File: config.mk
export PLATFORM = sky130hd
export DESIGN_NAME = ringMemTop
export DESIGN_NICKNAME = d
export VERILOG_FILES = /design/src/hdl/ringPkg.sv /design/src/hdl/faultPkg.sv /design/src/hdl/ringBridge.sv /design/src/hdl/ringStop.sv /design/src/hdl/ringRetire.sv /design/src/hdl/ringMemTop.sv
export VERILOG_INCLUDE_DIRS = /design/src /design/src/include
export SDC_FILE = /design/constraint.sdc
export NUM_CORES = 2
export LEC_CHECK = 0
export ABC_CLOCK_PERIOD_IN_PS = 6700
export BUFFER_PORTS_ARGS = -buffer_cell sky130_fd_sc_hd__buf_2
export CORE_MARGIN = 5
export CORE_UTILIZATION = 65
export DETAILED_ROUTE_END_ITERATION = 12
export PLACE_DENSITY_LB_ADDON = 0.1
export SETUP_SLACK_MARGIN = 0.3
export SLEW_MARGIN = 20
export SYNTH_ARGS = -nofsm -noshare
export SYNTH_HDL_FRONTEND = slang
export SYNTH_SLANG_ARGS = --single-unit
export TNS_END_PERCENT = 10
File: constraint.sdc
create_clock -name clock -period 6.7 [get_ports clock]
set_input_delay 1.005 -clock clock [delete_from_list [all_inputs] [get_ports clock]]
set_output_delay 1.005 -clock clock [all_outputs]
set_load 0.02 [all_outputs]
File: src/include/ring_config.svh
`ifndef RING_CONFIG_SVH
`define RING_CONFIG_SVH

// ring geometry
`define RING_STOPS 4 // storage stops on the chain
`define STOP_WORDS 16 // words held by each stop

// datapath widths
`define RING_DATA_W 32 // wishbone data width
// word address, log2(stops*words) plus one spare bit
// the spare top bit opens an unmapped window for fault testing
`define RING_ADDR_W 7

`endif

File: src/hdl/ringPkg.sv
`default_nettype none

// ring message format shared by every hop on the chain
package ringPkg;

	// opcode carried on each link, idle means empty slot
	typedef enum logic [1:0]
	{
		opIdle = 2'b00, // no message on this link
		opLoad = 2'b01, // read request, not yet claimed
		opStore = 2'b10, // write request, not yet claimed
		opResp = 2'b11 // claimed by a stop, heading to retire
	} ringOpm;

	// stamped by the bridge, checked again at retire
	typedef logic [7:0] ringSeq;

	// stop identity, compared with upper address bits
	typedef logic [7:0] ringNodeId;

endpackage

`default_nettype wire

File: src/hdl/faultPkg.sv
`default_nettype none

// exception codes reported back to the requester
package faultPkg;

	// bit 15 set raises an interrupt, clear is non-critical
	typedef logic [15:0] faultCode;

	localparam faultCode faultNone = 16'h0000; // clean completion
	localparam faultCode faultUnmapped = 16'h0001; // no stop owns the address
	localparam faultCode faultBadSeq = 16'h8002; // response out of order, interrupt class

endpackage

`default_nettype wire

File: src/hdl/ringBridge.sv
`timescale 1ns/1ps
`default_nettype none

`include "ring_config.svh"

// wishbone classic slave with one request in flight
module ringBridge
(
	input wire clock,
	input wire rst,
	input wire cyc, // bus cycle open
	input wire stb, // request strobe
	input wire we, // store when set
	input wire [`RING_ADDR_W-1:0] adr, // word address
	input wire [`RING_DATA_W-1:0] datWr, // store data
	input wire done, // retire finished the request
	output ringPkg::ringOpm msgOpm, // link 0 opcode
	output ringPkg::ringSeq msgSeq, // link 0 sequence
	output logic [`RING_ADDR_W-1:0] msgAddr, // link 0 address
	output logic [`RING_DATA_W-1:0] msgData, // link 0 data
	output ringPkg::ringSeq expSeq // sequence retire should see
);

	logic busy; // request on the ring
	logic accept; // take request this edge
	ringPkg::ringSeq seqCnt; // next sequence to stamp

	// stb is ignored while busy since the master holds it
	assign accept = cyc && stb && !busy;

	always_ff @(posedge clock)
	begin
		if (rst)
		begin
			busy <= 1'b0;
			seqCnt <= '0;
			expSeq <= '0;
			msgOpm <= ringPkg::opIdle;
		end
		else
		begin
			msgOpm <= ringPkg::opIdle; // message lives one cycle only
			if (accept)
			begin
				busy <= 1'b1;
				msgOpm <= we ? ringPkg::opStore : ringPkg::opLoad;
				expSeq <= seqCnt; // remember for retire check
				seqCnt <= seqCnt + ringPkg::ringSeq'(1);
			end
			else if (done)
				busy <= 1'b0; // stale stb on the done edge is skipped
		end
	end

	// payload captured with the request
	always_ff @(posedge clock)
	begin
		if (accept)
		begin
			msgSeq <= seqCnt;
			msgAddr <= adr;
			msgData <= datWr;
		end
	end

	// one message per request and nothing more until retire reports back
	assert property (@(posedge clock) disable iff (rst)
		(msgOpm != ringPkg::opIdle) |=> (msgOpm == ringPkg::opIdle) until_with done);

endmodule

`default_nettype wire

File: src/hdl/ringStop.sv
`timescale 1ns/1ps
`default_nettype none

`include "ring_config.svh"

// storage stop, claims requests whose upper address bits equal its id
module ringStop
#(
	parameter ringPkg::ringNodeId StopId = '0 // who are we
)
(
	input wire clock,
	input wire rst,
	input ringPkg::ringOpm inOpm, // upstream link
	input ringPkg::ringSeq inSeq,
	input wire [`RING_ADDR_W-1:0] inAddr,
	input wire [`RING_DATA_W-1:0] inData,
	output ringPkg::ringOpm outOpm, // downstream link, registered
	output ringPkg::ringSeq outSeq,
	output logic [`RING_ADDR_W-1:0] outAddr,
	output logic [`RING_DATA_W-1:0] outData
);

	localparam int WordBits = $clog2(`STOP_WORDS); // low address bits select the word

	logic [`RING_DATA_W-1:0] mem [`STOP_WORDS]; // local word store
	logic [WordBits-1:0] wordIdx; // word within this stop
	logic isReq; // unclaimed load or store
	logic hit; // request belongs here

	assign wordIdx = inAddr[WordBits-1:0];
	assign isReq = (inOpm == ringPkg::opLoad) || (inOpm == ringPkg::opStore);
	// upper bits zero extended to the id width
	assign hit = isReq &&
		(ringPkg::ringNodeId'(inAddr[`RING_ADDR_W-1:WordBits]) == StopId);

	// words come up zero after reset
	always_ff @(posedge clock)
	begin
		if (rst)
		begin
			for (int k = 0; k < `STOP_WORDS; k++)
				mem[k] <= '0;
		end
		else if (hit && (inOpm == ringPkg::opStore))
			mem[wordIdx] <= inData; // store lands here
	end

	// opcode, claimed requests turn into responses
	always_ff @(posedge clock)
	begin
		if (rst)
			outOpm <= ringPkg::opIdle;
		else
			outOpm <= hit ? ringPkg::opResp : inOpm;
	end

	// payload moves one hop per cycle
	always_ff @(posedge clock)
	begin
		outSeq <= inSeq;
		outAddr <= inAddr;
		if (hit && (inOpm == ringPkg::opLoad))
			outData <= mem[wordIdx]; // load returns stored word
		else
			outData <= inData; // store echoes written data, others pass
	end

	// a response from an earlier stop must reach the next hop untouched
	assert property (@(posedge clock) disable iff (rst)
		(inOpm == ringPkg::opResp) |=>
			(outOpm == ringPkg::opResp) && (outSeq == $past(inSeq)) &&
			(outAddr == $past(inAddr)) && (outData == $past(inData)));

endmodule

`default_nettype wire

File: src/hdl/ringRetire.sv
`timescale 1ns/1ps
`default_nettype none

`include "ring_config.svh"

// end of chain turning the arriving message into ack or err
module ringRetire
(
	input wire clock,
	input wire rst,
	input ringPkg::ringOpm inOpm, // last link
	input ringPkg::ringSeq inSeq,
	input wire [`RING_ADDR_W-1:0] inAddr,
	input wire [`RING_DATA_W-1:0] inData,
	input ringPkg::ringSeq expSeq, // sequence of request in flight
	output logic ack, // wishbone ack for one cycle
	output logic err, // wishbone err for one cycle
	output logic [`RING_DATA_W-1:0] datRd, // load data
	output faultPkg::faultCode faultOut, // last completion code
	output logic done // frees the bridge
);

	always_ff @(posedge clock)
	begin
		if (rst)
		begin
			ack <= 1'b0;
			err <= 1'b0;
			done <= 1'b0;
			faultOut <= faultPkg::faultNone;
		end
		else
		begin
			ack <= 1'b0; // pulses by default
			err <= 1'b0;
			done <= 1'b0;
			case (inOpm)
				ringPkg::opResp:
				begin
					done <= 1'b1;
					if (inSeq == expSeq)
					begin
						ack <= 1'b1;
						faultOut <= faultPkg::faultNone;
					end
					else
					begin
						err <= 1'b1; // stale or foreign response
						faultOut <= faultPkg::faultBadSeq;
					end
				end
				ringPkg::opLoad, ringPkg::opStore:
				begin
					done <= 1'b1; // nobody claimed it
					err <= 1'b1;
					faultOut <= faultPkg::faultUnmapped;
				end
				default:; // idle slot
			endcase
		end
	end

	// load data follows each response
	always_ff @(posedge clock)
	begin
		if (inOpm == ringPkg::opResp)
			datRd <= inData;
	end

	// completion is a single cycle of exactly one of ack or err
	assert property (@(posedge clock) disable iff (rst)
		(ack || err) |-> !(ack && err) ##1 !(ack || err));

	// stops must have claimed everything inside the mapped window
	assert property (@(posedge clock) disable iff (rst)
		((inOpm == ringPkg::opLoad) || (inOpm == ringPkg::opStore)) |->
			(inAddr >= (`RING_STOPS * `STOP_WORDS)));

endmodule

`default_nettype wire

File: src/hdl/ringMemTop.sv
`timescale 1ns/1ps
`default_nettype none

`include "ring_config.svh"

// wishbone memory built as a ring of storage stops
module ringMemTop
(
	input wire clock,
	input wire rst,
	input wire cyc,
	input wire stb,
	input wire we,
	input wire [`RING_ADDR_W-1:0] adr,
	input wire [`RING_DATA_W-1:0] datWr,
	output logic [`RING_DATA_W-1:0] datRd,
	output logic ack,
	output logic err,
	output logic [15:0] faultOut // exception code, bit 15 is interrupt
);

	// link k feeds stop k, link RING_STOPS feeds retire
	ringPkg::ringOpm linkOpm [`RING_STOPS+1];
	ringPkg::ringSeq linkSeq [`RING_STOPS+1];
	logic [`RING_ADDR_W-1:0] linkAddr [`RING_STOPS+1];
	logic [`RING_DATA_W-1:0] linkData [`RING_STOPS+1];

	ringPkg::ringSeq expSeq; // bridge to retire
	logic done; // retire to bridge

	ringBridge bridge
	(
		.clock(clock), .rst(rst),
		.cyc(cyc), .stb(stb), .we(we), .adr(adr), .datWr(datWr),
		.done(done),
		.msgOpm(linkOpm[0]), .msgSeq(linkSeq[0]),
		.msgAddr(linkAddr[0]), .msgData(linkData[0]),
		.expSeq(expSeq)
	);

	for (genvar i = 0; i < `RING_STOPS; i++)
	begin : gStop
		ringStop #(.StopId(ringPkg::ringNodeId'(i))) stop
		(
			.clock(clock), .rst(rst),
			.inOpm(linkOpm[i]), .inSeq(linkSeq[i]),
			.inAddr(linkAddr[i]), .inData(linkData[i]),
			.outOpm(linkOpm[i+1]), .outSeq(linkSeq[i+1]),
			.outAddr(linkAddr[i+1]), .outData(linkData[i+1])
		);
	end

	ringRetire retire
	(
		.clock(clock), .rst(rst),
		.inOpm(linkOpm[`RING_STOPS]), .inSeq(linkSeq[`RING_STOPS]),
		.inAddr(linkAddr[`RING_STOPS]), .inData(linkData[`RING_STOPS]),
		.expSeq(expSeq),
		.ack(ack), .err(err), .datRd(datRd), .faultOut(faultOut), .done(done)
	);

	// fixed latency through the chain, one hop per stop plus retire
	assert property (@(posedge clock) disable iff (rst)
		(linkOpm[0] != ringPkg::opIdle) |-> ##(`RING_STOPS+1) (ack || err));

endmodule

`default_nettype wire

==> impl_metrics.toml <==
[setup_path]
regToRegEndpoint = "gStop[2].stop.mem[4][25]"
cp.arrival_ns = 4.42
startpoint = "gStop[1].stop.outOpm[0]"
rrSetupSlack_ns = 2.74
crit_chain = "inv_1, ha_1, nor4b_4, nand3b_2, nor3_4, buf_4, or2_2"
crit_required_ns = 7.16
start_kind = "flop"
critPathKind = "reg2reg"
cpPeakStageDelay_ns = 0.86
cp_max_fo = 33
r2r_start = "gStop[1].stop.outOpm[0]"
critPathCaptureType = "flop"
worstSetupEndpoint = "gStop[2].stop.mem[4][25]"
reg2regPathDepth = 7
slowest_stage = "nand3b_2"

[global_route]
grtUsageTotal = 0.301
overflow = 0
grt_pass1_vias = 54800
grt_pass1_wl_mm = 362
grt_max_degree = 105
antenna_found_initial = 13

[synthesis]
synth-edff-count = 2127
synth.top_cell.area_share = 0.633
yosysMostFrequentCell = "edfxtp_1"
synth_top_area_cell = "edfxtp_1"
ys_seq_area_frac = 0.676
ys_async_sr_fraction = 0
yosysWarnings = 0
synthTopCellsByArea = "edfxtp_1 63%, and2_1 13%, mux4_2 8.8%, dfxtp_1 4.3%, mux2i_1 2.4%"
ys_dominant_reg_cell = "edfxtp_1"
synthDistinctLibCells = 48
synthCells = 6545
syn_avg_cell_area_sq_um = 15.4
ys_top_cells_by_count = "2127 x edfxtp_1, 2054 x and2_1, 394 x mux4_2, 369 x clkbuf_1, 254 x o22ai_1"
syn_area_sq_um = 101000
synth-seq-cells = 2344

[placed_design]
port_buffers = 80
place_congestion = 0.858
dp_hpwl_mm = 146
dpl-instance-area_sq_um = 103000

[die]
dieArea_sq_um = 163000
start_util = 0.654
placementRows = 144
die_w_microns = 404
ioPinCount = 94
core_sq_um = 154000
fp.dieH_microns = 404

[min_path]
min_path_cells = 0
hold_class = "reg2reg"

[sta]
fin_crit_ns = 3.96
tns_ns = 0
setup_violations = 0
slew_headroom = 0.230
period_share = 0.591
maxSlewViolCount = 0
max_freq_mhz = 253
fin_skew_ns = 0.0223
hold_viol = 0
rsz0062_at_grt = "false"
tightest_slew_ns = 1.15

[routing]
vias_per_cell = 6.25
dr.first_iter.drc_count = 5835
vias = 54100
dr.pass1.iters = 6
highest_layer = "met5"
drc = 0
wl_per_cell_microns = 28.1
route.met3.wl_mm = 20.5
antenna_left = 0
drt_wl_total_mm = 244
wirelength_met1_mm = 94.4
met2_length_mm = 118

[clocking]
ctsResizeCount = 0
cts-htree-levels = 4
clkTransAtPathRegs_ns = 0.06
ctsHoldBuffers = 0
clock_path_buffers = 3
post-cts-setup-buffers = 0
cts_tree = "built"
cts_made_buffers = 226
clock_latency_ns = 0.84
cts_root_buf = "clkbuf_16"
cts.sinks = 2344

[pwr]
p_per_area_nw_per_um2 = 279
leakage_nw = 40.4
p_seq_frac = 0.547
switching_share = 0.216
combPwrFrac = 0.044
netSwitchingPower_mw = 6.64
p_clk_frac = 0.409
p_int_mw = 24.1
peakVddDrop_mv = 0.285

[status]
status = "finished clean"

[cells_and_area]
finalInstanceArea_sq_um = 110000
final_layout_size_suffix_gt1_frac = 0.179
area_growth_pct = 9.10
final_nets = 6476

[job]
cap_violations = 0
## sequential cells by signal (all words and copies together) (netlist names), named ones only
signal / cells
bridge.expSeq: 8
retire.faultOut: 2
retire.done: 1
bridge.msgOpm: 2
bridge.msgData: 32
gStop.stop.outSeq: 32
bridge.seqCnt: 8
gStop.stop.outData: 128
retire.err: 1
gStop.stop.mem: 2048
bridge.busy: 1
retire.ack: 1
gStop.stop.outAddr: 21
gStop.stop.outOpm: 8
bridge.msgAddr: 7
retire.datRd: 32
bridge.msgSeq: 8
## kinds of logic (layout without fill, tap and decap cells)
logic type	count (synthesis)	in the layout	synth area share
other	1	14	0.0000372
adders and majority gates	11	11	0.00136
buffers and inverters	579	636	0.0246
DFF	2344	2344	0.676
muxes	700	700	0.119
and+or+nand+nor	2438	2438	0.150
AOI/OAI and AO/OA	457	457	0.0281
xor gates and xnor gates	15	15	0.00130
## worst max-delay path: cells and delay by family (launching register included)
family / cells / cell delay, ns
and+or+nand+nor: 4 / 2.43
buffers and inverters: 2 / 0.45
DFF: 1 / 0.35
adders and majority gates: 1 / 0.32
## per-layer routing
| layer | up-vias | track usage |
|---|---|---|
| met1 | 27500 | 0.417 |
| li1 | 23800 | - |
| met4 | 6 | 0.122 |
| met2 | 2426 | 0.484 |
| met3 | 461 | 0.0547 |
| met5 | - | 0 |
## worst min path at each step
stage / start / endpoint / slack (ns)
after global placement: gStop[0].stop.outSeq[5] / gStop[1].stop.outSeq[5] / 0.31
after detailed placement: gStop[0].stop.outSeq[5] / gStop[1].stop.outSeq[5] / 0.31
after global routing: datWr[5] / bridge.msgData[5] / 0.30
after floorplan: gStop[0].stop.outSeq[0] / gStop[1].stop.outSeq[0] / 0.31
after CTS: datWr[5] / bridge.msgData[5] / 0.27
final: gStop[2].stop.outSeq[5] / gStop[3].stop.outSeq[5] / 0.32
## power groups by stage
stage | clock (mW) | sequential, mW | combinational [mW]
finish | 12.6 | 16.8 | 1.36
global route | 13.3 | 16.8 | 1.43
CTS | 12.7 | 16.8 | 1.37
detailed placement | 0 | 17.1 | 1.37
global placement | 0 | 17.1 | 1.36
floorplan | 0 | 16.8 | 1.03
## placed cells by master (no fill, tap or decap), types with 5 or more instances in the layout
cell,n
nand2_1,41
ha_1,10
buf_4,118
clkbuf_16,232
xnor2_1,14
clkinv_2,52
clkinv_1,31
mux2i_1,237
edfxtp_1,2127
dfxtp_4,12
mux2_2,69
clkbuf_1,38
nand4b_1,5
buf_2,79
bufinv_16,11
nor3_4,30
clkinv_8,7
a21oi_1,80
conb_1,13
and2_1,2050
nor2_2,21
or3b_2,6
nor2_1,146
dfxtp_1,202
a22oi_1,59
nand3_1,7
clkbuf_8,34
o22ai_1,254
a31oi_1,59
inv_6,6
nor4_4,10
inv_1,12
or2_2,66
mux4_2,394
nand2b_1,15
## area by class of cell
class                   instances  area, sq um
flip-flops and latches       2344        68300
fillers                      9864        44100
multi-input cells            3634        30500
clock buffers                 304         6420
well taps                    2044         2560
repair buffers                202         1370
clock inverters               117          948
inverters                      13         48.8
diodes                          1         2.50
## metrics by stage
step / util / hold WS, ns / cells / total power, mW / setup slack, ns
detailed placement: 0.666 / 0.312 / 8234 / 18.5 / 2.25
floorplan: - / 0.310 / 6557 / 17.8 / 3.42
finish: 0.714 / 0.323 / 8659 / 30.7 / 2.74
global route: 0.714 / 0.297 / 8658 / 31.6 / 2.50
CTS: 0.714 / 0.274 / 8655 / 30.8 / 2.74
global placement: 0.666 / 0.310 / 8234 / 18.4 / 2.27
Power figures use the tool's default switching activity.
